### config.mk
export PLATFORM = sky130hd
export DESIGN_NAME = soc_devtbl_flat
export DESIGN_NICKNAME = d
export VERILOG_FILES = /design/src/logic/soc_pkg.sv /design/src/logic/pi1_if.sv /design/src/logic/soc_devtbl.sv /design/src/flat_wrapper.sv
export SDC_FILE = /design/constraint.sdc
export NUM_CORES = 1
export LEC_CHECK = 0
export BUFFER_PORTS_ARGS = -buffer_cell sky130_fd_sc_hd__buf_2
export CAP_MARGIN = 20
export CELL_PAD_IN_SITES_DETAIL_PLACEMENT = 1
export CELL_PAD_IN_SITES_GLOBAL_PLACEMENT = 1
export CORE_ASPECT_RATIO = 1.75
export CORE_MARGIN = 2
export CORE_UTILIZATION = 16
export DETAILED_ROUTE_END_ITERATION = 10
export PLACE_DENSITY_LB_ADDON = 0.2
export SKIP_CTS_REPAIR_TIMING = 1
export SYNTH_ARGS = -nofsm -noshare
export SYNTH_HDL_FRONTEND = slang
export SYNTH_SLANG_ARGS = --single-unit
### constraint.sdc
create_clock -name clk48mhz_i -period 1.3 [get_ports clk48mhz_i]
set_clock_uncertainty 0.05 [all_clocks]
set_input_delay 0.26 -clock clk48mhz_i [delete_from_list [all_inputs] [get_ports clk48mhz_i]]
set_output_delay 0.26 -clock clk48mhz_i [all_outputs]
set_load 0.005 [all_outputs]
### src/logic/soc_pkg.sv
// SoC shared definitions
package soc_pkg;

	// Bus widths
	localparam int ARCH_W = 32;
	localparam int SEL_W = ARCH_W / 8;
	localparam int ADDR_W = ARCH_W - $clog2(SEL_W);

	// Bus op codes
	typedef logic [1:0] op_t;
	localparam op_t OP_NOOP = 2'd0;
	localparam op_t OP_WR = 2'd1;
	localparam op_t OP_RD = 2'd2;
	// Swap returns the old word and writes the new one
	localparam op_t OP_RW = 2'd3;

	// Address map in words
	localparam logic [ADDR_W-1:0] RAM_BASE = 30'd0;
	localparam logic [ADDR_W-1:0] RAM_WORDS = 30'd1024;
	localparam logic [ADDR_W-1:0] DEVTBL_BASE = 30'd1024;
	localparam logic [ADDR_W-1:0] DEVTBL_WORDS = 30'd64;
	// Only reported in the device table
	localparam logic [ADDR_W-1:0] INVALID_WORDS = 30'd1024;

	// Slave indices
	typedef logic [1:0] slv_idx_t;
	localparam slv_idx_t SLV_RAM = 2'd0;
	localparam slv_idx_t SLV_DEVTBL = 2'd1;
	localparam slv_idx_t SLV_INVALID = 2'd2;
	localparam slv_idx_t SLV_COUNT = 2'd3;

	// Device ids
	localparam int DEV_ID_W = 16;
	localparam logic [DEV_ID_W-1:0] RAM_ID = 16'd1;
	localparam logic [DEV_ID_W-1:0] DEVTBL_ID = 16'd7;
	localparam logic [DEV_ID_W-1:0] INVALID_ID = 16'd0;

	localparam logic [ARCH_W-1:0] SOC_ID = 32'd5;

	// Device table entry layout
	typedef struct packed {
		logic [DEV_ID_W-1:0] id;
		logic [14:0] rsvd;
		logic useintr;
	} devtbl_entry_t;

	// Table word read as a raw value or as an entry
	typedef union packed {
		logic [ARCH_W-1:0] raw;
		devtbl_entry_t ent;
	} devtbl_word_u;

endpackage

### src/logic/pi1_if.sv
// PI1 bus interface
`timescale 1ns/1ps

interface pi1_if;

	soc_pkg::op_t op;
	logic [soc_pkg::ADDR_W-1:0] addr;
	logic [soc_pkg::ARCH_W-1:0] wdata;
	logic [soc_pkg::SEL_W-1:0] sel;
	logic [soc_pkg::ARCH_W-1:0] rdata;
	logic rdy;

	// Fabric side
	modport master (
		output op, addr, wdata, sel,
		input rdata, rdy
	);

	// Device side
	modport slave (
		input op, addr, wdata, sel,
		output rdata, rdy
	);

endinterface

### src/logic/soc_devtbl.sv
// Device table slave
`timescale 1ns/1ps

module soc_devtbl (
	input logic clk48mhz_i,
	input logic sys_rst_i,
	pi1_if.slave bus,
	output logic rst0_o,
	output logic rst1_o
);

	localparam int TBL_AW = $clog2(soc_pkg::DEVTBL_WORDS);

	// Per-slave id and map size in slave index order
	localparam logic [soc_pkg::DEV_ID_W-1:0] DEV_IDS [soc_pkg::SLV_COUNT] = '{
		soc_pkg::RAM_ID, soc_pkg::DEVTBL_ID, soc_pkg::INVALID_ID
	};
	localparam logic [soc_pkg::ADDR_W-1:0] MAP_WORDS [soc_pkg::SLV_COUNT] = '{
		soc_pkg::RAM_WORDS, soc_pkg::DEVTBL_WORDS, soc_pkg::INVALID_WORDS
	};

	logic [soc_pkg::ADDR_W-1:0] full_off;
	logic [TBL_AW-1:0] off;
	logic [TBL_AW-1:0] slot;
	soc_pkg::slv_idx_t k;
	soc_pkg::devtbl_word_u rd_word;
	logic [soc_pkg::ARCH_W-1:0] rdata_q;
	logic do_rd;
	logic ctl_wr;

	assign full_off = bus.addr - soc_pkg::DEVTBL_BASE;
	assign off = full_off[TBL_AW-1:0];

	// Two words per slave starting at offset 2
	assign slot = off - TBL_AW'(2);
	assign k = slot[2:1];

	always_comb begin
		rd_word.raw = '0;
		if (off == '0) begin
			rd_word.raw = soc_pkg::SOC_ID;
		end else if (off == TBL_AW'(1)) begin
			rd_word.raw = soc_pkg::ARCH_W'(soc_pkg::SLV_COUNT);
		end else if (off < TBL_AW'(2 + 2 * soc_pkg::SLV_COUNT)) begin
			if (!off[0]) begin
				rd_word.ent.id = DEV_IDS[k];
				// No interrupt controller in this SoC
				rd_word.ent.useintr = 1'b0;
			end else begin
				rd_word.raw = soc_pkg::ARCH_W'(MAP_WORDS[k]);
			end
		end
	end

	assign do_rd = (bus.op == soc_pkg::OP_RD) | (bus.op == soc_pkg::OP_RW);
	assign ctl_wr = ((bus.op == soc_pkg::OP_WR) | (bus.op == soc_pkg::OP_RW)) & (off == '0);

	always_ff @(posedge clk48mhz_i) begin
		if (do_rd) begin
			rdata_q <= rd_word.raw;
		end
	end

	// Reset request pulses last one cycle
	always_ff @(posedge clk48mhz_i) begin
		if (sys_rst_i) begin
			rst0_o <= 1'b0;
			rst1_o <= 1'b0;
		end else begin
			rst0_o <= ctl_wr & bus.wdata[0];
			rst1_o <= ctl_wr & bus.wdata[1];
		end
	end

	assign bus.rdata = rdata_q;
	assign bus.rdy = 1'b1;

endmodule

### src/flat_wrapper.sv
// flat-port wrapper written by rule: the top's interface ports become plain ports
module soc_devtbl_flat 
  (clk48mhz_i, sys_rst_i, rst0_o, rst1_o, bus_op, bus_addr, bus_wdata, bus_sel, bus_rdata, bus_rdy);
  pi1_if bus_i ();
  input logic clk48mhz_i;
  input logic sys_rst_i;
  output logic rst0_o;
  output logic rst1_o;
  input wire logic [$bits(bus_i.op)-1:0] bus_op;
  input wire logic [$bits(bus_i.addr)-1:0] bus_addr;
  input wire logic [$bits(bus_i.wdata)-1:0] bus_wdata;
  input wire logic [$bits(bus_i.sel)-1:0] bus_sel;
  output wire logic [$bits(bus_i.rdata)-1:0] bus_rdata;
  output wire logic [$bits(bus_i.rdy)-1:0] bus_rdy;
  assign bus_i.op = bus_op;
  assign bus_i.addr = bus_addr;
  assign bus_i.wdata = bus_wdata;
  assign bus_i.sel = bus_sel;
  assign bus_rdata = bus_i.rdata;
  assign bus_rdy = bus_i.rdy;
  soc_devtbl u_core (.clk48mhz_i(clk48mhz_i), .sys_rst_i(sys_rst_i), .bus(bus_i), .rst0_o(rst0_o), .rst1_o(rst1_o));
endmodule
# Yosys cells after proc, flatten, opt, wreduce, memory -nomap -nowiden
# Index checks and enable logic that the tools add are counted.
[totals] regBits=34 input_bits=70 out_inout_bits=35 elab_cells=39
[classes] addsub=2 n_lt_le_gt_ge=2 eq_ne=4 mux=11 bitwise_logic=8 n_reduce_logical=5
[op_table] cell="$bmux W30 S2" n=1
[op_table] cell="$mux W30" n=2
[op_table] cell="$bmux W16 S2" n=1
[op_table] cell="$mux W16" n=2
[op_table] cell="$mux W14" n=1
[op_table] cell="$reduce_or A4 Y1" n=2
[op_table] cell="$eq A6 B1 Y1 const B" n=1
[op_table] cell="$logic_not A6 Y1" n=1
[op_table] cell="$lt A6 B4 Y1 const B" n=1
[op_table] cell="$mux W3" n=2
[op_table] cell="$sub A6 B1 Y6 const B" n=1
[op_table] cell="$eq A2 B2 Y1 const B" n=2
[op_table] cell="$and A1 B1 Y1" n=3
[op_table] cell="$ge A3 B3 Y1 const B" n=1
[op_table] cell="$not A2 Y3" n=1
[op_table] cell="$reduce_or A3 Y1" n=1
[op_table] cell="$sub A3 B2 Y3 const B" n=1
[op_table] cell="$eq A2 B1 Y1 const B" n=1
[op_table] cell="$mux W2" n=1
[op_table] cell="$not A1 Y1" n=2
[op_table] cell="$or A1 B1 Y1" n=2
[op_table] cell="$reduce_or A2 Y1" n=1
[op_table] cell="$mux W1" n=1

# Depth between registers and ports, before layout
[depth] word_depth=9 mapped_depth=4 mapped_depth_nobuf=4

# Worst setup path after synthesis
# Ideal clock, no wire load.
[synth_path] kind="input port to flip-flop" from="input port bus_addr[0]" to="register u_core.rdata_q, in the netlist u_core.bus.rdata[18] (data pin)" setup_time_ns=0.149 t_arrival_ns=0.934 required_time_ns=1.101 path_slack_ns=0.166 path_stages=2 n_path_buf=0 cell_sequence="or4_4 > nor3b_2"
[synth_via] elab_chain_len=7 word_cells_on_any_way=15 classes_between="add/sub (2); order compare (1); eq/ne (1); mux (7); bitwise (2); reduce/logical (2)"
[synth_rtl] element="start, declared" line_no="flat_wrapper.sv:10" source="input wire logic [$bits(bus_i.addr)-1:0] bus_addr;"
[synth_rtl] element="$sub A6 B1 Y6 *" line_no="soc_devtbl.sv:31" source="assign full_off = bus.addr - soc_pkg::DEVTBL_BASE;"
[synth_rtl] element="$sub A3 B2 Y3" line_no="soc_devtbl.sv:35" source="assign slot = off - TBL_AW'(2);"
[synth_rtl] element="$not A2 Y3 (not written as such)" line_no="soc_devtbl.sv:46, soc_devtbl.sv:50"
[synth_rtl] element="$bmux W16 S2 or $bmux W30 S2 (tied branches)" line_no="soc_devtbl.sv:46, soc_devtbl.sv:50"
[synth_rtl] element="$mux W16 (not written as such) or $mux W30 (tied branches) (2 in series)" line_no="soc_devtbl.sv:46, soc_devtbl.sv:50"
[synth_rtl] element="$mux W14" line_no="soc_devtbl.sv:45" source="if (!off[0]) begin"
[synth_rtl] element="end signal, assigned" line_no="soc_devtbl.sv:60" source="rdata_q <= rd_word.raw;"
[synth_rtl] element="end, declared" line_no="soc_devtbl.sv:27" source="logic [soc_pkg::ARCH_W-1:0] rdata_q;"
# Every way passes the cells marked *; elsewhere a longest branch is shown, timed or not. The select of a mux whose other input is x is not followed.
# A chain may end at the register's enable or synchronous reset.

# Worst setup path in the final report
# Ends and elaborated chain as after synthesis.

==> results.txt <==
----------------------------------------------------
[STA]
  Final setup violation count ... 0
  Achievable Freq ... 929.1 MHz
  Clock period minus final worst setup slack ... 1.076 ns
  Worst hold margin ... 0.2318 ns
  Worst Setup Slack, final ... 0.2237 ns
  Ratio of final minimum period to clock period ... 82.80%
  Number of hold violations in the final report ... 0
  Unrepaired setup endpoints after global routing ... false
  Pins over their slew limit ... 0

[Synth]
  Adder-cell area share of the yosys netlist ... 6.148%
  Dominant combinational cell family by area after synthesis ... buffers and inverters
  Share of synthesized area occupied by flip-flops and latches ... 40.98%
  Synth Flop Type ... edfxtp_1
  Number of distinct standard cells referenced by the synthesized netlist ... 18
  Count of flip-flops with a built-in enable after synthesis ... 7
  Compound-cell area share of the yosys netlist ... 0%
  Xor/xnor cell area share of the yosys netlist ... 0%
  Post-synthesis simple-gate area fraction ... 17.83%
  Async set-reset flop share out of synthesis ... 0%
  Yosys Warn Count ... 0
  Avg Inst Size Synth ... 10.53 um2
  Syn Std Cell Area ... 610.6 um2
  Post-Syn Instances ... 58
  Yosys reg bits ... 9
  Post-synthesis mux area share ... 0%

[Placement]
  IO buf count ... 21
  Post-Place Cell Area ... 690.7 um2
  Number of instances in the placed design ... 125
  Detail Placement HPWL ... 959 um
  Global placement routability congestion ... 0.7055
  Post-Place Worst Slack ... -0.01769 ns

[Finish]
  Most common cell after layout, fill and taps aside ... conb_1
  Layout filler cell count ... 458
  Final core utilization ... 20.28%
  Post-layout instance count excluding filler cells ... 129
  Total inserted antenna cells ... 0
  Fin area ... 735.7 um2
  Area growth from synthesis to final layout ... 20.49%
  Total number of nets in the final design ... 157
  Share of layout cells above drive strength 1 ... 36.14%
  Most used cells in the layout excluding fill and tap cells ... 25 x conb_1, 21 x buf_2, 7 x edfxtp_1

[GRT]
  Vias in the first global route ... 411
  Maximum number of pins on one net before global-route repair ... 8
  GRT overflow ... 0
  Global-route usage over all layers ... 5.101%
  Global-route wire length before repair ... 1587 um
  Initial antenna violation count ... 0

[Hold path]
  Type of the worst min-delay path ... in -> reg
  Start point of the worst min-delay path ... bus_wdata[1]
  Worst Hold Path EP ... u_core.rst1_o$_SDFF_PP0_
  Hold-critical path depth ... 2

[Clocking]
  CTS root buffer ... clkbuf_8
  Sinks on Clock Net ... 9
  CTS tree ... built
  Buffers from clock root to sink, at most ... 2
  Maximum level of the CTS H-tree ... 1
  Total CTS buffers ... 3
  Clk pin slew, worst setup/hold paths ... 0.04 ns

[Die]
  Chip height ... 85.72 um
  Floorplan die width ... 50.70 um
  Initial Utilization ... 16.83%
  DIE AREA ... 0.004346 mm2
  I/O pin total ... 105
  Site Rows ... 29
  Floorplan core area ... 0.003628 mm2

[Detailed routing]
  Total via count after detailed routing ... 406
  Number of DRC markers in iteration 0 ... 11
  Antenna-violating nets left ... 0
  Remaining routing DRC violations ... 0
  Average vias per placed instance ... 3.147
  Drt wl/cell ... 7.953 um
  Detailed Routing Iterations Pass 1 ... 2
  Total detailed-routing wirelength ... 1026 um

[Critical path]
  Type of destination of the critical path ... register
  Worst setup path category ... in -> reg
  Maximum net fanout on the critical path ... 3
  Crit start category ... input pin
  Kind of cell adding the most delay to the critical path ... simple AND/OR/NAND/NOR gates
  CP peak stage delay ... 0.55 ns
  Buffers & Inverters on Critical Path ... 1
  WP data arrival ... 1.10 ns
  Ordered cell list for the critical path ... buf_2, or4_4, nor3b_2
  CP required ... 1.32 ns
  Critical-path cell with the highest stage delay ... or4_4

[Power]
  PD cells ... 983.2 mW/mm2
  Leakage power figure ... 0.3640 nW
  Worst supply voltage drop on vdd ... 0.0003032 V

[Run status]
  Run status ... finished, final reports clean

[Job]
  Max-Cap Viols ... 0

----------------------------------------------------
power breakdown:
| part | internal (mW) | total [mW] | switching [mW] |
|---|---|---|---|
| clock | 0.212 | 0.308 | 0.0960 |
| combinational | 0.0371 | 0.0886 | 0.0515 |
| sequential | 0.324 | 0.326 | 0.00272 |
worst max-delay path by stage:
stage / from / end / depth (start not counted)
finish: bus_addr[0] / u_core.bus.rdata[18]$_SDFFCE_PP0P_ / 3
global route: bus_addr[3] / u_core.bus.rdata[10]$_SDFFCE_PP0P_ / 3
CTS: bus_addr[0] / u_core.bus.rdata[18]$_SDFFCE_PP0P_ / 3
detailed placement: bus_addr[0] / u_core.bus.rdata[18]$_SDFFCE_PP0P_ / 3
global placement: bus_addr[0] / u_core.bus.rdata[16]$_SDFFCE_PP0P_ / 3
floorplan: bus_addr[0] / u_core.bus.rdata[18]$_SDFFCE_PP0P_ / 2
registers in the layout, summed over array words and instances (netlist names):
register / count
u_core.bus.rdata: 7
u_core.rst0_o: 1
u_core.rst1_o: 1
metal layers:
| layer | GRT usage [%] | wire, um | vias up |
|---|---|---|---|
| met5 | 0 | 0 | - |
| met4 | 5.160 | 27 | 0 |
| met3 | 2.265 | 158 | 4 |
| met2 | 9.330 | 570 | 32 |
| met1 | 3.448 | 269 | 178 |
| li1 | - | - | 192 |
metrics by stage:
step           TNS (ns)  power (mW)
5_1_grt               0      0.7648
3_3_place_gp          0      0.4171
6_report              0      0.7233
4_1_cts               0      0.7322
3_5_place_dp   -0.02158      0.4204
2_1_floorplan         0      0.4266
Yosys cell counts, drive strengths merged (2+ instances only):
cell type   n  area, um2
nor2        2      7.510
conb        2      7.510
dfxtp       2      40.04
ha          3      37.54
and4        2      17.52
nor3        3      15.01
edfxtp      7      210.2
buf        26      195.2
inv         2      7.510
kinds of logic after synthesis:
logic type	count (synthesis)
flip-flops	9
adder cells (fa/ha/maj)	3
other	2
AND/OR/NAND/NOR	15
buffers and inverters	29
layout make-up:
| type | instances | area (um2) | share of cell area, % |
|---|---|---|---|
| sequential | 9 | 250.2 | 34.01 |
| multi-input combinational | 43 | 240.2 | 32.65 |
| timing repair buffer | 25 | 135.1 | 18.37 |
| tap | 46 | 57.56 | 7.823 |
| clock buffer | 4 | 45.04 | 6.122 |
| inverter | 2 | 7.507 | 1.020 |
No activity file was read; power rests on OpenSTA's default activity.
