==> src/logic/soc_rst_ctrl.sv <==
// Reset sequencer
`timescale 1ns/1ps

module soc_rst_ctrl #(
	parameter int RST_CNTR_BITSZ = 16
) (
	input logic clk48mhz_i,
	input logic rst_p,
	input logic rst0_i,
	input logic rst1_i,
	output logic sys_rst_o,
	output logic pwroff_o
);

	logic [RST_CNTR_BITSZ-1:0] rst_cntr;
	logic pwroff_q;
	logic sw_cold;
	logic sw_warm;
	logic sw_pwroff;

	// Request decode from the device table pulses
	assign sw_cold = rst0_i & rst1_i;
	assign sw_warm = ~rst0_i & rst1_i;
	assign sw_pwroff = rst0_i & ~rst1_i;

	// Cold and warm requests both restart the sequence
	always_ff @(posedge clk48mhz_i) begin
		if (rst_p || sw_cold || sw_warm) begin
			rst_cntr <= '1;
		end else if (rst_cntr != '0) begin
			rst_cntr <= rst_cntr - 1'b1;
		end
	end

	// Power-off holds until the external reset
	always_ff @(posedge clk48mhz_i) begin
		if (rst_p) begin
			pwroff_q <= 1'b0;
		end else if (sw_pwroff) begin
			pwroff_q <= 1'b1;
		end
	end

	assign sys_rst_o = (rst_cntr != '0) | pwroff_q;
	assign pwroff_o = pwroff_q;

endmodule

==> config.mk <==
export PLATFORM = sky130hd
export DESIGN_NAME = soc_rst_ctrl
export DESIGN_NICKNAME = d
export VERILOG_FILES = /design/src/logic/soc_rst_ctrl.sv
export SDC_FILE = /design/constraint.sdc
export NUM_CORES = 1
export LEC_CHECK = 0
export ABC_AREA = 1
export BUFFER_PORTS_ARGS = -buffer_cell sky130_fd_sc_hd__buf_2
export CELL_PAD_IN_SITES_DETAIL_PLACEMENT = 1
export CELL_PAD_IN_SITES_GLOBAL_PLACEMENT = 2
export CORE_MARGIN = 2
export CORE_UTILIZATION = 35
export DETAILED_ROUTE_END_ITERATION = 16
export PLACE_DENSITY = 0.92
export SETUP_SLACK_MARGIN = 0.2
export SYNTH_ARGS = -nofsm -noshare
export SYNTH_HDL_FRONTEND = slang
export SYNTH_SLANG_ARGS = --single-unit
export TNS_END_PERCENT = 50
==> constraint.sdc <==
create_clock -name clk48mhz_i -period 2.15 [get_ports clk48mhz_i]
set_input_delay 0.1075 -clock clk48mhz_i [delete_from_list [all_inputs] [get_ports clk48mhz_i]]
set_output_delay 0.1075 -clock clk48mhz_i [all_outputs]
set_load 0.02 [all_outputs]
Yosys cells after proc, flatten, opt, wreduce, memory -nomap -nowiden
Index checks and enable logic that the tools add are counted.

storage, ports and cells
  output and inout port bits = 2
  logic and storage cells = 12
  register bits after elaboration = 17
  bits of input ports = 4

cells by class
  bitwise logic cells = 6
  add/subtract/negate cells = 1
  reductions and logical operators = 3

operators with widths
  operator                                             count
  nonzero test 16 bit                                  1
  subtractor 16 x 1 -> 16 bit (second input constant)  1
  AND 1 bit                                            3
  logical OR 1 bit                                     2
  NOT 1 bit                                            2
  OR 1 bit                                             1

Longest topological paths before layout
Gate-level depths: netlist of the first run.

  word-level depth = 3
  depth in mapped cells = 8

Worst setup path after synthesis of the first run
No wires, ideal clock.

  kind = register to register
  from = register rst_cntr[0]
  to = register rst_cntr[12]
  clock period less this slack = 1.224 ns
  arrival = 1.093 ns
  path buffers = 0
  cell stages (with the launch flop) = 8
  setup slack = 0.926 ns
  library setup time = 0.131 ns
  cell sequence = dfxtp_1 -> inv_2 -> ha_1 -> nand2_4 -> nor2_4 -> nand2_2 -> nand3_2 -> nand3_2

between the ends
  longest elaborated chain between the ends = 1

RTL lines
  what                                                                RTL line  text
  start, declared                                                     15        logic [RST_CNTR_BITSZ-1:0] rst_cntr;
  start signal, assigned                                              31        rst_cntr <= rst_cntr - 1'b1;
  subtractor 16 x 1 -> 16 bit or nonzero test 16 bit (tied branches)  31, 30

Parallel ways exist; a longest one is shown, timed or not.
A chain may end at the register's enable or synchronous reset.

==> run summary, run 1 <==
status = finished clean
first-pass GRT wire length = 4.726 mm
share of layout cells above drive strength 1 = 23.42%
antenna violations before repair = 0
CP max FO = 9
proportion of synthesized area in mux cells = 0%
area post-placement = 1086 um^2
Syn. warnings = 0
area of the multi-input gates = 614.3 um^2
DR DRC count = 0
Max-cap violations = 0
Worst VDD drop = 0.3558 mV
detailed-route wire length = 2.672 mm
pin count of the biggest net entering global routing = 10
Total Nets Final = 164
Setup TNS Final = 0 ps
Hold WC Path Type = in2reg
Max clock buf depth = 2
antenna diode count = 0
num rows = 19
PostCTS Resize Cnt = 0
Seq. cell area = 340.3 um^2
clk root buf = clkbuf_4
Num Clock Sinks = 17
#FFs+latches synth = 17
Unique masters post-synth = 20
H-tree depth = 1
max-slew headroom at the worst pin = 67.84%
total power = 0.5320 mW
fillers = 355
TritonCTS buffer count = 3
CP endpoint kind = flop
period utilization = 84.48%
I/O pin count = 6
CP Launch Type = input port
Avg Cell Area, Syn = 6.928 um^2
Setup-failing EPs final = 0
DIE WIDTH = 57.95 um
worst-margin pin slew = 480.7 ps
final hold violations = 0
sequential element share of the synthesized area = 33.42%
total number of vias = 976
power per cell area = 469.9 nW/um^2
dpl hpwl = 2.126 mm
post-synthesis cell count = 147
Adder-Cell Fraction of Synth Area = 1.229%
Die ar. = 3358 um^2
CP arrival = 2070 ps
Synth Net Count = 152
routed length per instance = 14.14 um
xor/xnor share of the synthesized area = 1.720%
All-Layer GR Usage = 19.00%
Lkg Pwr = 0.4690 nW
global route overflow = 0
vias per cell = 5.164
Simple-Gate Fraction of Synth Area = 51.97%
Worst-path clk slew = 100 ps
area growth from synthesis to layout = 11.18%
worst-skew pair later-pin latency = 310 ps
kind of critical path = in2reg
Iteration-0 DRC Markers = 13
first-pass detailed-route iteration total = 4
largest family of logic cells by synthesized area = simple AND/OR/NAND/NOR gates
Design Area, Final = 1132 um^2
most frequent cells in the layout = 39 x nand2_1, 17 x dfxtp_1, 16 x nor2_1
Layout Cells excl Fill = 189
GP Congestion = 0.8393
Syn Std Cell Area = 1018 um^2
fin util = 41.06%
Slew Limit Fails = 0
worst path required time = 2410 ps
core area = 2758 um^2
number of global-route vias before repair = 1066
CTS tree = done
RSZ-0062 raised after global routing = false
final worst clock skew = 4.099 ps
die height = 57.95 um
max frequency = 550.6 MHz
initial core utilization = 36.93%
FF-to-FF setup slack = 760 ps
ANT nets after route = 0
fin crit period = 1816 ps
Port Buffers = 5
commonest non-fill, non-tap cell in the layout = nand2_1
cell count after placement = 183
post-synthesis compound-gate area fraction = 5.405%
-- synthesized netlist by cell type (all sizes together) --
cell / instances / area, um^2
o21ai: 7 / 35.03
xor2: 1 / 8.760
dfxtp: 17 / 340.3
ha: 1 / 12.51
nand2: 45 / 193.9
xnor2: 1 / 8.760
clkbuf: 1 / 3.750
nand3b: 5 / 37.54
nor2: 30 / 177.7
inv: 16 / 60.05
nand4: 4 / 25.02
a21oi: 4 / 20.02
nand3: 15 / 95.09
-- repair_timing --
action                    in CTS  in global routing
hold buffers                   2                  0
setup buffers                  0                  0
hold endpoints to repair       1                  0
-- state kept, by name (all words and copies together), names as in the netlist --
signal    flops
pwroff_o      1
rst_cntr     16
-- final timing paths --
path | startpoint | endpoint | cells past startpoint
setup reg to reg | rst_cntr[0] | rst_cntr[12] | 7
setup / recovery | rst_p | pwroff_o | 7
hold / removal | rst1_i | rst_cntr[12] | 3
hold reg to reg | rst_cntr[14] | rst_cntr[14] | 2
-- per-layer routing --
metal	vias to the layer above	GRT usage, %	routed length, um
li1	495	-	-
met1	463	21.38	1199
met2	11	34.09	1345
met3	7	4.464	60
met4	0	7.973	66
met5	-	0	0
-- report_power, final --
| group | switching [mW] | total, mW | internal (mW) |
|---|---|---|---|
| registers | 0.00244 | 0.321 | 0.318 |
| clock network | 0.113 | 0.186 | 0.0726 |
| logic | 0.0151 | 0.0256 | 0.0105 |
| total | 0.131 | 0.532 | 0.401 |
-- cells by family (layout without fill, tap and decap cells) --
logic type / after synthesis / after routing
fa+ha+maj: 1 / 1
flops: 17 / 17
buf+inv: 17 / 28
simple gates: 99 / 99
compound gates: 11 / 11
xor+xnor: 2 / 2
-- cell type report --
cell class                 count  area share, %
sequential                    17          30.06
tap                           31          3.425
clock buffer                   4          2.320
multi-input combinational    113          54.25
inverter                      16          5.304
timing repair buffer           8          4.641
-- through the flow --
step | setup slack, ps | hold WS, ps
after floorplan | 925.5 | 207.9
after global placement | 845.4 | 308.4
after detailed placement | 772.0 | 311.2
after CTS | 332.0 | 104.7
after global routing | 230.1 | 98.63
final | 333.6 | 102.3
-- critical path, cell delays in order --
cell           delay (ps)
dlygate4sd3_1         530
buf_2                 120
nor2_1                370
buf_4                 260
nand2_1                60
o21ai_0                60
dlygate4sd3_1         560
Power figures use the tool's default switching activity.
==> run 2: changes to the inputs <==
CORE_UTILIZATION = 33   (was 35)
PLACE_DENSITY = 0.88   (was 0.92)
clock period = 1.8 ns   (was 2.15 ns; I/O delays follow)
==> run 2 against run 1 <==
- combinational power is 39% higher
- count of clock-buffer cells in the layout stayed put
- non-clock buffer count is 1 higher
- setup slack worse by 46 ps
- sequential power is 19% higher
- highest routed layer unchanged
==> run summary, run 2 (synthesized netlist as in run 1, its figures left out) <==
Critical path buffers and inverters = 2 (-2)
ANT nets after route = 0 (unchanged)
critical path's slowest cell = dfxtp_1
Slew Limit Fails = 0 (unchanged)
antenna violations before repair = 0 (unchanged)
Iteration-0 DRC Markers = 18 (+5)
area growth from synthesis to layout = 13.76%
pin count of the biggest net entering global routing = 15 (+5)
Crit path max-delay family = flip-flops
core area = 3003 um^2 (+8.9%)
area of the multi-input gates = 626.9 um^2 (+2.0%)
clk root buf = clkbuf_4
I/O pin count = 6 (unchanged)
worst-skew pair later-pin latency = 310 ps (about the same)
kind of critical path = reg2out
Worst VDD drop = 0.3187 mV (-10%)
final worst clock skew = 4.726 ps (+0.6271 ps)
worst path required time = 1710 ps (-700 ps)
antenna diode count = 0 (unchanged)
most frequent cells in the layout = 39 x nand2_1, 17 x dfxtp_1, 16 x nor2_1
Setup-failing EPs final = 0 (unchanged)
Max-cap violations = 0 (unchanged)
initial core utilization = 33.92% (-3.0 points)
Port Buffers = 5 (unchanged)
dpl hpwl = 2.212 mm (+4.1%)
total number of vias = 983 (+0.72%)
fin crit period = 1512 ps
DR DRC count = 0 (unchanged)
power per cell area = 558.0 nW/um^2 (+19%)
TritonCTS buffer count = 3 (unchanged)
CP max FO = 5 (-4)
fillers = 405 (+14%)
status = finished clean
detailed-route wire length = 2.779 mm (+4.0%)
num rows = 20 (+1)
commonest non-fill, non-tap cell in the layout = nand2_1
Num Clock Sinks = 17 (unchanged)
Setup TNS Final = 0 ps (unchanged)
routed length per instance = 14.47 um (+2.4%)
max-slew headroom at the worst pin = 83.65% (+16 points)
Hold WC Path Type = in2reg
crit-path max cell delay = 360 ps (-200 ps)
Largest register FFs = 16 (unchanged)
Lkg Pwr = 0.4734 nW (+0.93%)
Max clock buf depth = 2 (unchanged)
Worst-path clk slew = 110 ps (about the same)
RSZ-0062 raised after global routing = true
Total Nets Final = 165 (+0.61%)
first-pass detailed-route iteration total = 4 (unchanged)
crit-path cells = inv_2 > ha_4 > nand2_4 > nor2_4 > nand3_1 > buf_2
GP Congestion = 0.7452 (-11%)
max frequency = 661.4 MHz
total power = 0.6465 mW (+22%)
Die ar. = 3547 um^2 (+5.6%)
CTS tree = done
CP endpoint kind = primary output
Biggest register = rst_cntr
final hold violations = 0 (unchanged)
worst-margin pin slew = 244.4 ps (-236.3 ps)
global route overflow = 0 (unchanged)
number of global-route vias before repair = 1013 (-5.0%)
die height = 59.56 um (+2.8%)
vias per cell = 5.120 (-0.86%)
CP arrival = 1420 ps (-650 ps)
DIE WIDTH = 59.56 um (+2.8%)
H-tree depth = 1 (unchanged)
All-Layer GR Usage = 17.29% (-1.7 points)
first-pass GRT wire length = 4.629 mm (-2.1%)
CP Launch Type = flop
period utilization = 84.00%
Seq. cell area = 340.3 um^2 (unchanged)
share of layout cells above drive strength 1 = 24.53% (+1.1 points)
run 2: per-layer routing:
layer / vias up / share of wire, % / global-route usage [%]
met1: 471 / 43 / 19.89
met3: 4 / 2.2 / 1.965
met4: 0 / 1.2 / 4.762
met5: - / 0 / 0
li1: 493 / - / -
met2: 15 / 54 / 33.12
run 2: worst register-to-register path, delay by kind of cell, from the launching register on:
kind	cells	cell delay, ps
flip-flops	1	360
buffers and inverters	2	240
adder cells (fa/ha/maj)	1	180
AND/OR/NAND/NOR	5	420
run 2: stage by stage:
stage | setup WS (ps) | cell area [um^2] | hold slack, ps | util [%] | cells
floorplan | 575.5 | 1018 | 190.4 | - | 147
global placement | 496.2 | 1089 | 293.6 | 36.25 | 185
detailed placement | 417.7 | 1089 | 298.2 | 36.25 | 185
CTS | 219.3 | 1147 | 188.0 | 38.21 | 191
global route | 189.7 | 1159 | 166.1 | 38.58 | 192
finish | 288.1 | 1159 | 150.9 | 38.58 | 192
run 2: layout make-up:
class / count / area share (%)
timing repair buffer: 9 / 5.508
sequential: 17 / 29.37
tap: 33 / 3.564
multi-input combinational: 113 / 54.10
inverter: 16 / 5.184
clock buffer: 4 / 2.268
run 2: path summary, 6_finish.rpt:
kind                     start            to  slack, ps  depth (start not counted)
hold / removal          rst1_i  rst_cntr[12]        150                          4
setup / recovery   rst_cntr[0]     sys_rst_o        290                          6
hold reg to reg   rst_cntr[14]  rst_cntr[14]        510                          2
setup reg to reg   rst_cntr[0]   rst_cntr[0]        500                          8
run 2: repair_timing:
action,4_1_cts,5_1_grt
hold buffers,2,0
pin swaps,0,1
resized for setup,2,1
endpoints found under the setup margin,1,2
buffers inserted,0,1
hold endpoints to repair,1,0
run 2: report_power, final:
group	switching (mW)	internal, mW
Combinational	0.0205	0.0150
Clock	0.141	0.0866
Sequential	0.00319	0.380
==> run 3: changes to the inputs <==
clock period = 1.58 ns   (was 1.8 ns; I/O delays follow)
==> run 3 against run 2 <==
- largest cell class unchanged
- count of clock-buffer cells in the layout did not move
- via count rose by 5.5%
- flip-flop and latch count did not move
- non-clock buffer count rose by 10
- register-to-register slack got worse by 230 ps
- sequential power rose by 14%
- clock power rose by 11%
- die area did not move
- utilization rose by 3.9 points
==> run summary, run 3 (synthesized netlist as in run 1, its figures left out) <==
setup ws final = 200.4 ps (-87.64 ps)
share of layout cells above drive strength 1 = 39.64% (+15 points)
cell mode on critical path = nor2_4
Hold WC Path Type = in2reg
H-tree depth = 1 (unchanged)
num rows = 20 (unchanged)
area growth from synthesis to layout = 25.18%
pin count of the biggest net entering global routing = 14 (-1)
total number of vias = 1037 (+5.5%)
Die ar. = 3547 um^2 (unchanged)
Setup-failing EPs final = 0 (unchanged)
Max clock buf depth = 2 (unchanged)
crit-path cells = nor2_4 > nand2_4 > nor2_4 > nand3_2 > buf_6
commonest non-fill, non-tap cell in the layout = nand2_1
vias per cell = 5.134 (+0.27%)
detailed-route wire length = 3.134 mm (+13%)
Worst-path clk slew = 110 ps (about the same)
CP arrival = 1300 ps (-120 ps)
crit-path max cell delay = 360 ps (about the same)
worst path required time = 1500 ps (-210 ps)
Layout Cells excl Fill = 202 (+5.2%)
CP max FO = 5 (unchanged)
Worst VDD drop = 0.3568 mV (+12%)
worst-margin pin slew = 275.0 ps (+30.63 ps)
final worst clock skew = 7.306 ps (+2.580 ps)
fin crit period = 1380 ps
area of the multi-input gates = 649.4 um^2 (+3.6%)
kind of critical path = reg2out
Biggest register = rst_cntr
max-slew headroom at the worst pin = 81.60% (-2.0 points)
most frequent cells in the layout = 38 x nand2_1, 14 x nor2_1, 13 x dfxtp_2
ANT nets after route = 0 (unchanged)
Port Buffers = 5 (unchanged)
I/O pin count = 6 (unchanged)
Total Nets Final = 175 (+6.1%)
Largest register FFs = 16 (unchanged)
CP endpoint kind = primary output
power per cell area = 575.3 nW/um^2 (+3.1%)
antenna violations before repair = 0 (unchanged)
Seq. cell area = 356.6 um^2 (+4.8%)
Setup TNS Final = 0 ps (unchanged)
TritonCTS buffer count = 3 (unchanged)
DR DRC count = 0 (unchanged)
status = finished clean
initial core utilization = 33.92% (unchanged)
CP Launch Type = flop
CTS tree = done
fin util = 42.46% (+3.9 points)
cell count after placement = 185 (unchanged)
dpl hpwl = 2.106 mm (-4.8%)
DIE WIDTH = 59.56 um (unchanged)
pre-CTS WS = 165.4 ps (-252.3 ps)
GP Congestion = 0.7796 (+4.6%)
Max-cap violations = 0 (unchanged)
max frequency = 724.9 MHz
worst-skew pair later-pin latency = 310 ps (about the same)
Num Clock Sinks = 17 (unchanged)
period utilization = 87.31%
total power = 0.7335 mW (+13%)
global route overflow = 0 (unchanged)
Slew Limit Fails = 0 (unchanged)
critical path's slowest cell = dfxtp_2
final hold violations = 0 (unchanged)
die height = 59.56 um (unchanged)
RSZ-0062 raised after global routing = true
All-Layer GR Usage = 19.48% (+2.2 points)
fillers = 381 (-5.9%)
number of global-route vias before repair = 1105 (+9.1%)
core area = 3003 um^2 (unchanged)
antenna diode count = 0 (unchanged)
first-pass GRT wire length = 4.954 mm (+7.0%)
routed length per instance = 15.51 um (+7.2%)
Lkg Pwr = 0.5178 nW (+9.4%)
clk root buf = clkbuf_4
first-pass detailed-route iteration total = 4 (unchanged)
Iteration-0 DRC Markers = 20 (+2)
[run 3: changes by cell type in the layout (fill, tap and decap cells not counted)]
cell     change
nand3_2      +1
buf_4       +11
buf_2        -1
nor2_1       -2
nor2_4       +2
inv_1        -1
dfxtp_2     +13
dfxtp_1     -13
nand2_2      +1
inv_2        +1
nand3_1      -1
nand2_1      -1
[run 3: final timing paths]
| check | from | endpoint | slack (ps) | cells after the start |
|---|---|---|---|---|
| hold / removal | rst1_i | rst_cntr[12] | 190 | 4 |
| hold reg to reg | rst_cntr[4] | rst_cntr[4] | 510 | 1 |
| setup reg to reg | rst_cntr[1] | rst_cntr[15] | 270 | 7 |
| setup / recovery | rst_cntr[2] | sys_rst_o | 200 | 5 |
[run 3: layout make-up]
type / count / area share (%)
timing repair buffer: 19 / 11.09
multi-input combinational: 113 / 50.93
tap: 33 / 3.238
clock buffer: 4 / 2.061
inverter: 16 / 4.711
sequential: 17 / 27.97
[run 3: power breakdown]
part | switching [mW] | leakage, nW | total [mW] | internal [mW]
clock | 0.154 | 0.0150 | 0.253 | 0.0987
combinational | 0.0256 | 0.371 | 0.0447 | 0.0190
sequential | 0.00313 | 0.132 | 0.436 | 0.433
total | 0.183 | 0.518 | 0.734 | 0.551
[run 3: through the flow]
step                hold slack, ps  cell area (um^2)
finish                       188.4              1275
global placement             282.8              1089
detailed placement           290.3              1089
global route                 216.7              1275
CTS                          161.8              1247
floorplan                    179.4              1018
[run 3: metal layers]
| metal | vias to the layer above | routed length (um) | GRT usage (%) |
|---|---|---|---|
| li1 | 516 | - | - |
| met1 | 489 | 1244 | 20.93 |
| met2 | 21 | 1710 | 36.58 |
| met3 | 11 | 86 | 2.620 |
| met4 | 0 | 92 | 9.841 |
| met5 | - | 0 | 0 |
[run 3: timing repair]
item	CTS	global route
pin swaps	8	3
hold endpoints to repair	1	0
buffers inserted	9	2
resized for setup	18	6
endpoints found under the setup margin	9	5
hold buffers	2	0
[run 3: worst max-delay path: cells and delay by family, from the launching register on]
family        cells  cell delay [ps]
flops             1              360
simple gates      4              490
buf+inv           1              140
