--- src/logic/soc_pkg.sv ---
// SoC shared definitions
package soc_pkg;

	// Bus widths
	localparam int ARCH_W = 32;
	localparam int SEL_W = ARCH_W / 8;
	localparam int ADDR_W = ARCH_W - $clog2(SEL_W);

	// Bus op codes
	typedef logic [1:0] op_t;
	localparam op_t OP_NOOP = 2'd0;
	localparam op_t OP_WR = 2'd1;
	localparam op_t OP_RD = 2'd2;
	// Swap returns the old word and writes the new one
	localparam op_t OP_RW = 2'd3;

	// Address map in words
	localparam logic [ADDR_W-1:0] RAM_BASE = 30'd0;
	localparam logic [ADDR_W-1:0] RAM_WORDS = 30'd1024;
	localparam logic [ADDR_W-1:0] DEVTBL_BASE = 30'd1024;
	localparam logic [ADDR_W-1:0] DEVTBL_WORDS = 30'd64;
	// Only reported in the device table
	localparam logic [ADDR_W-1:0] INVALID_WORDS = 30'd1024;

	// Slave indices
	typedef logic [1:0] slv_idx_t;
	localparam slv_idx_t SLV_RAM = 2'd0;
	localparam slv_idx_t SLV_DEVTBL = 2'd1;
	localparam slv_idx_t SLV_INVALID = 2'd2;
	localparam slv_idx_t SLV_COUNT = 2'd3;

	// Device ids
	localparam int DEV_ID_W = 16;
	localparam logic [DEV_ID_W-1:0] RAM_ID = 16'd1;
	localparam logic [DEV_ID_W-1:0] DEVTBL_ID = 16'd7;
	localparam logic [DEV_ID_W-1:0] INVALID_ID = 16'd0;

	localparam logic [ARCH_W-1:0] SOC_ID = 32'd5;

	// Device table entry layout
	typedef struct packed {
		logic [DEV_ID_W-1:0] id;
		logic [14:0] rsvd;
		logic useintr;
	} devtbl_entry_t;

	// Table word read as a raw value or as an entry
	typedef union packed {
		logic [ARCH_W-1:0] raw;
		devtbl_entry_t ent;
	} devtbl_word_u;

endpackage

--- src/logic/pi1_if.sv ---
// PI1 bus interface
`timescale 1ns/1ps

interface pi1_if;

	soc_pkg::op_t op;
	logic [soc_pkg::ADDR_W-1:0] addr;
	logic [soc_pkg::ARCH_W-1:0] wdata;
	logic [soc_pkg::SEL_W-1:0] sel;
	logic [soc_pkg::ARCH_W-1:0] rdata;
	logic rdy;

	// Fabric side
	modport master (
		output op, addr, wdata, sel,
		input rdata, rdy
	);

	// Device side
	modport slave (
		input op, addr, wdata, sel,
		output rdata, rdy
	);

endinterface

--- src/logic/pi1_fabric.sv ---
// PI1 bus fabric
`timescale 1ns/1ps

module pi1_fabric (
	input logic clk48mhz_i,
	input logic sys_rst_i,
	input soc_pkg::op_t op_i,
	input logic [soc_pkg::ADDR_W-1:0] addr_i,
	input logic [soc_pkg::ARCH_W-1:0] data_i,
	input logic [soc_pkg::SEL_W-1:0] sel_i,
	output logic [soc_pkg::ARCH_W-1:0] data_o,
	output logic rdy_o,
	pi1_if.master ram_bus,
	pi1_if.master devtbl_bus
);

	soc_pkg::slv_idx_t slv_idx;
	soc_pkg::slv_idx_t rsp_idx;
	logic [soc_pkg::ADDR_W-1:0] ram_off;
	logic [soc_pkg::ADDR_W-1:0] devtbl_off;
	logic slv_rdy;
	logic accept;
	logic accept_rd;

	// Offsets wrap below the base, so one compare covers the range
	assign ram_off = addr_i - soc_pkg::RAM_BASE;
	assign devtbl_off = addr_i - soc_pkg::DEVTBL_BASE;

	always_comb begin
		if (ram_off < soc_pkg::RAM_WORDS) begin
			slv_idx = soc_pkg::SLV_RAM;
		end else if (devtbl_off < soc_pkg::DEVTBL_WORDS) begin
			slv_idx = soc_pkg::SLV_DEVTBL;
		end else begin
			slv_idx = soc_pkg::SLV_INVALID;
		end
	end

	// Ready level of the addressed slave
	always_comb begin
		case (slv_idx)
			soc_pkg::SLV_RAM: slv_rdy = ram_bus.rdy;
			soc_pkg::SLV_DEVTBL: slv_rdy = devtbl_bus.rdy;
			default: slv_rdy = 1'b1;
		endcase
	end

	assign rdy_o = slv_rdy & ~sys_rst_i;
	assign accept = rdy_o & (op_i != soc_pkg::OP_NOOP);
	assign accept_rd = accept & ((op_i == soc_pkg::OP_RD) | (op_i == soc_pkg::OP_RW));

	// Only the addressed slave sees the op
	assign ram_bus.op = (accept && slv_idx == soc_pkg::SLV_RAM) ? op_i : soc_pkg::OP_NOOP;
	assign ram_bus.addr = addr_i;
	assign ram_bus.wdata = data_i;
	assign ram_bus.sel = sel_i;

	assign devtbl_bus.op = (accept && slv_idx == soc_pkg::SLV_DEVTBL) ?
		op_i : soc_pkg::OP_NOOP;
	assign devtbl_bus.addr = addr_i;
	assign devtbl_bus.wdata = data_i;
	assign devtbl_bus.sel = sel_i;

	// Remember who answers the last accepted read
	always_ff @(posedge clk48mhz_i) begin
		if (sys_rst_i) begin
			rsp_idx <= soc_pkg::SLV_INVALID;
		end else if (accept_rd) begin
			rsp_idx <= slv_idx;
		end
	end

	// Invalid device reads as zero and drops writes
	always_comb begin
		case (rsp_idx)
			soc_pkg::SLV_RAM: data_o = ram_bus.rdata;
			soc_pkg::SLV_DEVTBL: data_o = devtbl_bus.rdata;
			default: data_o = '0;
		endcase
	end

endmodule

--- src/flat_wrapper.sv ---
// flat-port wrapper written by rule: the top's interface ports become plain ports
module pi1_fabric_flat 
  (clk48mhz_i, sys_rst_i, op_i, addr_i, data_i, sel_i, data_o, rdy_o, ram_bus_op, ram_bus_addr, ram_bus_wdata, ram_bus_sel, ram_bus_rdata, ram_bus_rdy, devtbl_bus_op, devtbl_bus_addr, devtbl_bus_wdata, devtbl_bus_sel, devtbl_bus_rdata, devtbl_bus_rdy);
  pi1_if ram_bus_i ();
  pi1_if devtbl_bus_i ();
  input logic clk48mhz_i;
  input logic sys_rst_i;
  input soc_pkg::op_t op_i;
  input logic [soc_pkg::ADDR_W-1:0] addr_i;
  input logic [soc_pkg::ARCH_W-1:0] data_i;
  input logic [soc_pkg::SEL_W-1:0] sel_i;
  output logic [soc_pkg::ARCH_W-1:0] data_o;
  output logic rdy_o;
  output wire logic [$bits(ram_bus_i.op)-1:0] ram_bus_op;
  output wire logic [$bits(ram_bus_i.addr)-1:0] ram_bus_addr;
  output wire logic [$bits(ram_bus_i.wdata)-1:0] ram_bus_wdata;
  output wire logic [$bits(ram_bus_i.sel)-1:0] ram_bus_sel;
  input wire logic [$bits(ram_bus_i.rdata)-1:0] ram_bus_rdata;
  input wire logic [$bits(ram_bus_i.rdy)-1:0] ram_bus_rdy;
  output wire logic [$bits(devtbl_bus_i.op)-1:0] devtbl_bus_op;
  output wire logic [$bits(devtbl_bus_i.addr)-1:0] devtbl_bus_addr;
  output wire logic [$bits(devtbl_bus_i.wdata)-1:0] devtbl_bus_wdata;
  output wire logic [$bits(devtbl_bus_i.sel)-1:0] devtbl_bus_sel;
  input wire logic [$bits(devtbl_bus_i.rdata)-1:0] devtbl_bus_rdata;
  input wire logic [$bits(devtbl_bus_i.rdy)-1:0] devtbl_bus_rdy;
  assign ram_bus_op = ram_bus_i.op;
  assign ram_bus_addr = ram_bus_i.addr;
  assign ram_bus_wdata = ram_bus_i.wdata;
  assign ram_bus_sel = ram_bus_i.sel;
  assign ram_bus_i.rdata = ram_bus_rdata;
  assign ram_bus_i.rdy = ram_bus_rdy;
  assign devtbl_bus_op = devtbl_bus_i.op;
  assign devtbl_bus_addr = devtbl_bus_i.addr;
  assign devtbl_bus_wdata = devtbl_bus_i.wdata;
  assign devtbl_bus_sel = devtbl_bus_i.sel;
  assign devtbl_bus_i.rdata = devtbl_bus_rdata;
  assign devtbl_bus_i.rdy = devtbl_bus_rdy;
  pi1_fabric u_core (.clk48mhz_i(clk48mhz_i), .sys_rst_i(sys_rst_i), .op_i(op_i), .addr_i(addr_i), .data_i(data_i), .sel_i(sel_i), .data_o(data_o), .rdy_o(rdy_o), .ram_bus(ram_bus_i), .devtbl_bus(devtbl_bus_i));
endmodule
--- config.mk ---
export PLATFORM = sky130hd
export DESIGN_NAME = pi1_fabric_flat
export DESIGN_NICKNAME = d
export VERILOG_FILES = /design/src/logic/soc_pkg.sv /design/src/logic/pi1_if.sv /design/src/logic/pi1_fabric.sv /design/src/flat_wrapper.sv
export SDC_FILE = /design/constraint.sdc
export NUM_CORES = 1
export LEC_CHECK = 0
export BUFFER_PORTS_ARGS = -buffer_cell sky130_fd_sc_hd__buf_2
export CAP_MARGIN = 5
export CORE_AREA = 2 2 118 120
export DETAILED_ROUTE_END_ITERATION = 10
export DIE_AREA = 0 0 120 122
export PLACE_DENSITY = 0.51
export SYNTH_ARGS = -nofsm -noshare
export SYNTH_HDL_FRONTEND = slang
export SYNTH_SLANG_ARGS = --single-unit
--- constraint.sdc ---
create_clock -name clk48mhz_i -period 2.75 [get_ports clk48mhz_i]
set_input_delay 0.55 -clock clk48mhz_i [delete_from_list [all_inputs] [get_ports clk48mhz_i]]
set_output_delay 0.55 -clock clk48mhz_i [all_outputs]
set_load 0.01 [all_outputs]
=== Yosys cells after proc, flatten, opt, wreduce, memory -nomap -nowiden ===
Cells that the tools add are included.

* Add/sub/neg operators: 1
* Magnitude comparators: 2
* Equal/unequal tests: 4
* Mux-type cells: 6
* Bitwise operators: 5
* Reductions and logical operators: 5

{| class="wikitable"
|+ Operator list
! cell !! number
|-
| $pmux 32 s2 || 1
|-
| $lt 30x11->1 const B || 1
|-
| $lt 30x7->1 const B || 1
|-
| $sub 30x11->30 const B || 1
|-
| $mux 2 || 4
|-
| $eq 2x1->1 const B || 2
|-
| $eq 2x2->1 const B || 2
|-
| $logic_not 2->1 || 2
|-
| $and 1x1->1 || 3
|-
| $logic_and 1x1->1 || 2
|-
| $pmux 1 s2 || 1
|-
| $reduce_bool 2->1 || 1
|-
| $not 1->1 || 1
|-
| $or 1x1->1 || 1
|}

* Flip-flop bits (word level): 2
* Input port bits: 136

=== Logic depth before layout (Yosys ltp) ===
Gate-level depths: netlist of the first run.

* Word-level depth: 10
* Mapped depth: 6
* Gate-level depth less buffers: 6

=== Least setup slack after synthesis of the first run ===
Ideal clock, no wire load.

* Path kind: input to output
* Start: in addr_i[15] in the netlist's numbering
* End: out devtbl_bus_op[0]
* Arrival: 2343 ps
* Setup slack: -143 ps
* Stages: 6
* Buffers on the path: 0
* Cell sequence: or4_4 nor4_4 nand3_1 a211oi_2 nand3_2 nor3_1

* Longest elaborated chain between the ends: 10
* Elaborated cells on any way between the ends: 12
* Those cells by class: 1 x add/sub; 2 x order compare; 1 x eq/ne; 4 x mux; 2 x bitwise; 2 x reduce/logical

{| class="wikitable"
|+ RTL lines
! element !! line !! source
|-
| start, declared || flat_wrapper.sv:9 || <nowiki>input logic [soc_pkg::ADDR_W-1:0] addr_i;</nowiki>
|-
| $sub 30x11->30 || pi1_fabric.sv:27 || <nowiki>assign devtbl_off = addr_i - soc_pkg::DEVTBL_BASE;</nowiki>
|-
| $lt 30x7->1 || pi1_fabric.sv:32 || <nowiki>end else if (devtbl_off < soc_pkg::DEVTBL_WORDS) begin</nowiki>
|-
| $mux 2 || pi1_fabric.sv:32 ||
|-
| $mux 2 (*) || pi1_fabric.sv:30 || <nowiki>if (ram_off < soc_pkg::RAM_WORDS) begin</nowiki>
|-
| $eq 2x1->1 / $logic_not 2->1 (equally long branches) || pi1_fabric.sv:41, pi1_fabric.sv:58 ||
|-
| $pmux 1 s2 || pi1_fabric.sv:41 || <nowiki>case (slv_idx)</nowiki>
|-
| $and 1x1->1 || pi1_fabric.sv:48 || <nowiki>assign rdy_o = slv_rdy & ~sys_rst_i;</nowiki>
|-
| $and 1x1->1 || pi1_fabric.sv:49 || <nowiki>assign accept = rdy_o & (op_i != soc_pkg::OP_NOOP);</nowiki>
|-
| $logic_and 1x1->1 (*) || pi1_fabric.sv:58 || <nowiki>assign devtbl_bus.op = (accept && slv_idx == soc_pkg::SLV_DEVTBL) ?</nowiki>
|-
| $mux 2 (*) || pi1_fabric.sv:58 ||
|-
| end, declared || flat_wrapper.sv:20 || <nowiki>output wire logic [$bits(devtbl_bus_i.op)-1:0] devtbl_bus_op;</nowiki>
|}

Mark *: on every way between the ends. The rest lies on a longest branch, timed or not.

=== Worst setup path after layout of the first run ===
* Start: in addr_i[15] in the netlist's numbering
* End: out rdy_o

* Longest elaborated chain between the ends: 7
* Elaborated cells on any way between the ends: 9
* Those cells by class: 1 x add/sub; 2 x order compare; 1 x eq/ne; 3 x mux; 1 x bitwise; 1 x reduce/logical

{| class="wikitable"
|+ RTL lines
! element !! line !! source
|-
| $sub 30x11->30 || pi1_fabric.sv:27 ||
|-
| $lt 30x7->1 || pi1_fabric.sv:32 ||
|-
| $mux 2 || pi1_fabric.sv:32 ||
|-
| $mux 2 (*) || pi1_fabric.sv:30 ||
|-
| $eq 2x1->1 / $logic_not 2->1 (equally long branches) || pi1_fabric.sv:41 ||
|-
| $pmux 1 s2 (*) || pi1_fabric.sv:41 ||
|-
| $and 1x1->1 (*) || pi1_fabric.sv:48 ||
|-
| end, declared || flat_wrapper.sv:13 || <nowiki>output logic rdy_o;</nowiki>
|}

Marked as above.

==> impl_results.md, run 1 <==
* Worst Path Required at 2.20 ns
* Hold Path Class: input port to register
* Sum Neg Setup Slack at -1.182 ns
* Status: finished, violations left
* Seq pwr share at 0.076
* Peak supply drop at 0.1280 mV
* Iteration-0 DRC Markers at 21
* Fmax at 325.2 MHz
* Logic pwr share at 0.495
* CTS Hold Bufs at 0
* Row count at 43
* Largest cells by area after synthesis: buf_4 (53%), mux2i_1 (18%), nor2_1 (7.8%), dfxtp_1 (2.1%), nor3_1 (1.3%)
* DRC violations left at 0
* Largest net degree at the start of global routing at 21
* Crit path DAT at 2.52 ns
* Post-Syn Area at 1881 um^2
* Antenna cells at 0
* Synth Warn # at 0
* Most flops, register: u_core.rsp_idx
* IO Port Bufs at ~180
* Share of synthesized registers carrying an async set or reset at 0
* Antenna violations before repair at 0
* P_sw at 0.0001569 W
* Area leader, netlist: buf_4
* Unrepaired setup endpoints after global routing: yes
* Placed cells at 494
* Routability cong. at 0.7190
* Routed WL at between 6000 and 7000 um
* Drt pass-1 iters at 4
* Rel. slew slack at 0.5611
* Die X at 120 um
* Initial Util at 0.1393
* Die area at 14640 um^2
* Final Cycle Share at 1.118
* Crit Path Category: input port to output port
* Max reg flops at 2
* Slowest cell on crit path: or4_4
* Critical path buffers and inverters at 2
* Nets at 457
* Vias at 1728
* Final slew viol count at 0
* Primary FF master, synth: dfxtp_1
* Share of cells above drive strength 1 at 0.6708
* # IOs at 305
* Cell Chain, Critical Path: buf_6 > or4_4 > or2_1 > o31a_1 > a211oi_2 > nand3_2 > o21a_1 > buf_2
* ANT nets after route at 0
* First-pass GRT wire length at approximately 7900 um
* Die Height at 122 um
* Worst slew pin tran at 0.6575 ns
* Root Buffer: clkbuf_16
* CP Max Fanout at 4
* Total power draw at between 0.0005 and 0.0006 W
* Failing checks: negative setup slack
* Startpoint Class: input port
* Dpl hpwl at 5312 um
* Biggest regs: u_core.rsp_idx (2)
* CTS HTree Levels at 1
* WHS at 0.5539 ns
* Core area at 13500 um^2
* Synth Register Bits at 2
* Final Skew at 0 ns
* Proportion of netlist area held by the largest area contributor at 0.5269
* Skew-Pair Late Insertion Delay at 0.22 ns
* Critical path's top delay family: simple AND/OR/NAND/NOR gates
* Distinct cell type count after synthesis at 39
* Sw Share at 0.3105
* CP endpoint kind: output port
* Clock Sinks at 2
* Max-Cap Viols at 0
* Final worst path period need at 3.075 ns
* PwrDens at 224.1 nW/um^2
* Net count after synthesis at about 400
* Clock power frac at 0.430
* Vias in the first global route at 1528
* CTS Buf Count at 3
* Hold Vio Cnt, Final at 0
* Maximum clock path buffer count at 2
* Final setup violation count at 5
* Number of synthesized flops with an enable pin at 0
* Non-Filler Instances at between 400 and 500
* P&R area growth vs syn at 19.89%
* CTS tree: yes
* Post-synthesis cell count at 260
* Setup ws final at -0.3249 ns
* Post-Syn Area per Cell at ~7.2 um^2
* Grt ovf at 0
* Total track usage at 0.07102
* Leakage power at between 1 and 1.5 nW
* Clk pin slew, worst setup/hold paths at 0.03 ns
* WL/cell at 12.04 um
* Internal at 0.0003483 W
* Slowest stage delay, CP at 0.57 ns
* Vias per cell at 3.463
* Sequential fraction of the synthesis area at 0.02129
## per-layer routing
layer / track usage / vias to the layer above / share of wire
li1: - / 838 / -
met1: 0.05805 / 715 / 0.30
met2: 0.1460 / 164 / 0.54
met3: 0.03184 / 11 / 0.14
met4: 0.02647 / 0 / 0.019
met5: 0 / - / 0
## worst reg2reg max path, stage by stage (launching register included)
cell,delay (ns)
dfxtp_1,0.73
buf_12,0.24
inv_1,0.07
nor2_1,0.11
and4_1,0.20
a211o_1,0.10
## cell families after synthesis
logic type | count (synthesis) | share of synthesized area
buffers and inverters | 143 | 0.5489
and+or+nand+nor | 65 | 0.1757
muxes | 34 | 0.1836
AOI/OAI and AO/OA | 13 | 0.05655
xor gates and xnor gates | 3 | 0.01397
DFF | 2 | 0.02129
## through the flow
stage                     setup WS, ns    util  area (um^2)
after detailed placement       -0.3755  0.1579         2132
after global placement         -0.3617  0.1579         2132
after CTS                      -0.3453  0.1657         2237
after global routing           -0.4134  0.1670         2255
after floorplan               -0.07960       -         1891
final                          -0.3249  0.1670         2255
## repair_timing
action	4_1_cts	5_1_grt
gates resized for setup	3	3
setup endpoints to repair	5	5
setup buffers	2	0
pin swaps	3	4
## cell type report
type	instances	area (um^2)
fillers	1555	11250
clock buffers	3	75.07
multi-input cells	115	834.6
flip-flops and latches	2	41.29
inverters	3	11.26
repair buffers	196	1067
well taps	180	225.2
## power by group through the flow
| stage | clock, W | sequential (W) | combinational (W) |
|---|---|---|---|
| after floorplan | 0 | 0.0000310 | 0.000274 |
| after global placement | 0 | 0.0000394 | 0.000248 |
| after detailed placement | 0 | 0.0000394 | 0.000250 |
| after CTS | 0.000222 | 0.0000391 | 0.000253 |
| after global routing | 0.000226 | 0.0000395 | 0.000273 |
| final | 0.000217 | 0.0000382 | 0.000250 |
## Yosys cell counts, types with 2 or more instances
cell / number
and2_1: 3
clkbuf_1: 5
o21a_1: 2
nor2_1: 39
mux2i_1: 33
nor3_1: 5
dfxtp_1: 2
buf_1: 3
buf_4: 132
nand2_1: 3
o41ai_1: 2
inv_1: 3
xor2_1: 2
## cells in the final DEF (no fill, tap or decap), types with 2 or more instances in the layout
cell,synthesis,routed
buf_4,132,15
buf_12,0,2
mux2i_1,33,33
buf_2,0,176
or4_4,1,2
and2_1,3,3
buf_6,0,3
o21a_1,2,2
nor3_1,5,3
clkbuf_16,0,3
nand2_1,3,3
nor2_1,39,39
inv_1,3,3
nor3_2,0,2
xor2_1,2,2
## path summary, 6_finish.rpt
kind / start / end / slack (ns) / cells past startpoint
setup reg to reg: u_core.rsp_idx[1] / u_core.rsp_idx[1] / 1.25 / 5
setup / recovery: addr_i[15] / rdy_o / -0.32 / 8
hold reg to reg: u_core.rsp_idx[0] / u_core.rsp_idx[0] / 0.93 / 3
hold / removal: sys_rst_i / u_core.rsp_idx[0] / 0.55 / 2
(Power assumes the default switching activity.)
==> run 2, diff against run 1 <==
--- a/config.mk
+++ b/config.mk
@@ -10,7 +10,7 @@
 export CORE_AREA = 2 2 118 120
 export DETAILED_ROUTE_END_ITERATION = 10
 export DIE_AREA = 0 0 120 122
-export PLACE_DENSITY = 0.51
+export PLACE_DENSITY = 0.49
 export SYNTH_ARGS = -nofsm -noshare
 export SYNTH_HDL_FRONTEND = slang
 export SYNTH_SLANG_ARGS = --single-unit
==> constraint.sdc (replaced) <==
create_clock -name clk48mhz_i -period 3.9 [get_ports clk48mhz_i]
set_input_delay 0.78 -clock clk48mhz_i [delete_from_list [all_inputs] [get_ports clk48mhz_i]]
set_output_delay 0.78 -clock clk48mhz_i [all_outputs]
set_load 0.01 [all_outputs]
==> run 2 against run 1 <==
The flow now finishes without violations. Count of clock-buffer cells in the layout is the same. Clock skew did not move. Register-to-register slack improved by 1.6 ns. First-iteration DRC count is 43% higher. Non-clock buffer count fell by 15. Largest power group unchanged. Hold slack gained 0.077 ns. Critical endpoint is now devtbl_bus_op[0]. Largest cell class unchanged.
==> impl_results.md, run 2 (synthesized netlist as in run 1, its figures left out) <==
* Status: completed (was finished, violations left)
* Row count at 43 (unchanged)
* Leakage power at 1.073 nW (was 1.165 nW)
* Crit Path Category: input port to output port (unchanged)
* CTS HTree Levels at 1 (unchanged)
* CTS Hold Bufs at 0 (unchanged)
* Initial Util at 0.1393 (unchanged)
* Clock Sinks at 2 (unchanged)
* # IOs at 305 (unchanged)
* Met3 wire len at 932 um (was 857 um)
* Final slew viol count at 0 (unchanged)
* Biggest regs: u_core.rsp_idx (2) (unchanged)
* Die X at 120 um (unchanged)
* Hold Vio Cnt, Final at 0 (unchanged)
* Nets at 442 (was 457)
* Fmax at 282.4 MHz
* Clk pin slew, worst setup/hold paths at 0.03 ns (about the same)
* Worst slew pin tran at 0.5562 ns (was 0.6575 ns)
* Commonest non-fill, non-tap cells in the layout: buf_2 (178), nor2_1 (39), mux2i_1 (33), nor3_1 (5) (was buf_2 (176), nor2_1 (39), mux2i_1 (33), buf_4 (15))
* Share of cells above drive strength 1 at 0.6382 (was 0.6708)
* Total track usage at 0.06799 (was 0.07102)
* Final setup violation count at 0 (was 5)
* Vias at 1748 (was 1728)
* Met2 routed WL at 2979 um (was 3242 um)
* Setup bufs post-CTS at 0 (was 2)
* Dpl hpwl at 5021 um (was 5312 um)
* P&R area growth vs syn at 10.45% (was 19.89%)
* Crit path DAT at 2.76 ns (was 2.52 ns)
* CTS tree: yes (unchanged)
* Gates resized, CTS repair at 0 (was 3)
* Core area at 13500 um^2 (unchanged)
* CP Max Fanout at 5 (was 4)
* PwrDens at 164.4 nW/um^2 (was 224.1 nW/um^2)
* Clock power frac at 0.449 (was 0.430)
* Worst Path Required at 3.12 ns (was 2.20 ns)
* Vias per cell at 3.604 (was 3.463)
* Logic pwr share at 0.478 (was 0.495)
* Uppermost layer routed: met4 (unchanged)
* WL/cell at 11.75 um (was 12.04 um)
* IO Port Bufs at 178 (unchanged)
* Peak supply drop at 0.09879 mV (was 0.1280 mV)
* Commonest non-fill, non-tap cell in the layout: buf_2 (unchanged)
* Root Buffer: clkbuf_16 (unchanged)
* Antenna violations before repair at 2 (was 0)
* Post-place setup slack at 0.3119 ns (was -0.3755 ns)
* Vias in the first global route at 1505 (was 1528)
* Skew-Pair Late Insertion Delay at 0.22 ns (about the same)
* Largest net degree at the start of global routing at 33 (was 21)
* Rel. slew slack at 0.6258 (was 0.5611)
* Routed WL at 5700 um (was 6006 um)
* Routability cong. at 0.6826 (was 0.7190)
* Unrepaired setup endpoints after global routing: no (was yes)
* Most flops, register: u_core.rsp_idx (unchanged)
* Seq pwr share at 0.073 (was 0.076)
* Final worst path period need at 3.541 ns
* Die Height at 122 um (unchanged)
* Drt pass-1 iters at 4 (unchanged)
* ANT nets after route at 0 (unchanged)
* Iteration-0 DRC Markers at 30 (was 21)
* Die area at 14640 um^2 (unchanged)
* Final Cycle Share at 0.9080
* Internal at 0.0002342 W (was 0.0003483 W)
* Startpoint Class: input port (unchanged)
* M1 wire length at 1705 um (was 1790 um)
* Hold Path Class: register to register (was input port to register)
* DRC violations left at 0 (unchanged)
* CTS Buf Count at 3 (unchanged)
* Max reg flops at 2 (unchanged)
* Setup ws final at 0.3586 ns (was -0.3249 ns)
* P_sw at 0.0001072 W (was 0.0001569 W)
* Sum Neg Setup Slack at 0 ns (was -1.182 ns)
* CP endpoint kind: output port (unchanged)
* Grt ovf at 0 (unchanged)
* Sw Share at 0.3139 (was 0.3105)
* Max-Cap Viols at 0 (unchanged)
* Final Skew at 0 ns (unchanged)
* Maximum clock path buffer count at 2 (unchanged)
* First-pass GRT wire length at 7845 um (was 7921 um)
[run 2: cell types whose count changed in the layout (fill, tap and decap cells not counted), sizes merged]
| cell | change |
|---|---|
| buf | -15 |
| diode | +1 |
[run 2: layout make-up]
cell class,count,area [um^2]
Fill cell,1587,11430
Timing Repair Buffer,181,913.4
Multi-Input combinational cell,115,808.3
Tap cell,180,225.2
Clock buffer,3,75.07
Sequential cell,2,41.29
Inverter,3,11.26
Antenna cell,1,2.502
[run 2: worst paths after layout]
check / cells past startpoint / slack (ns) / start / to
min: 3 / 0.63 / u_core.rsp_idx[1] / u_core.rsp_idx[1]
min reg2reg: 3 / 0.63 / u_core.rsp_idx[1] / u_core.rsp_idx[1]
max: 8 / 0.36 / addr_i[19] / devtbl_bus_op[0]
max reg2reg: 2 / 2.84 / u_core.rsp_idx[0] / u_core.rsp_idx[0]
[run 2: stage by stage]
step / area (um^2) / total power (W) / util / hold WS, ns / cells
6_report: 2077 / 0.0003414 / 0.1538 / 0.6306 / 485
5_1_grt: 2077 / 0.0003635 / 0.1538 / 0.6817 / 485
4_1_cts: 2074 / 0.0003482 / 0.1536 / 0.6321 / 484
3_5_place_dp: 1999 / 0.0001912 / 0.1481 / 0.6287 / 481
3_3_place_gp: 1999 / 0.0001906 / 0.1481 / 0.6207 / 481
2_1_floorplan: 1881 / 0.0002147 / - / 0.6444 / 260
[run 2: per-layer routing]
layer | track usage | vias to the layer above
li1 | - | 812
met1 | 0.05976 | 744
met2 | 0.1349 | 184
met3 | 0.03230 | 8
met4 | 0.02132 | 0
met5 | 0 | -
[run 2: critical path: stages]
cell and delay [ns]:
buf_2 0.13, or4_1 0.61, o41ai_1 0.28, nand4bb_1 0.15, a211oi_2 0.29, nand3_2 0.18
nor3_1 0.19, buf_2 0.15
[run 2: power groups by stage]
| stage | logic, W | registers (W) | clock network [W] |
|---|---|---|---|
| after global routing | 0.000179 | 0.0000254 | 0.000159 |
| after CTS | 0.000166 | 0.0000252 | 0.000156 |
| final | 0.000163 | 0.0000249 | 0.000153 |
| after floorplan | 0.000193 | 0.0000219 | 0 |
| after detailed placement | 0.000166 | 0.0000256 | 0 |
| after global placement | 0.000165 | 0.0000253 | 0 |
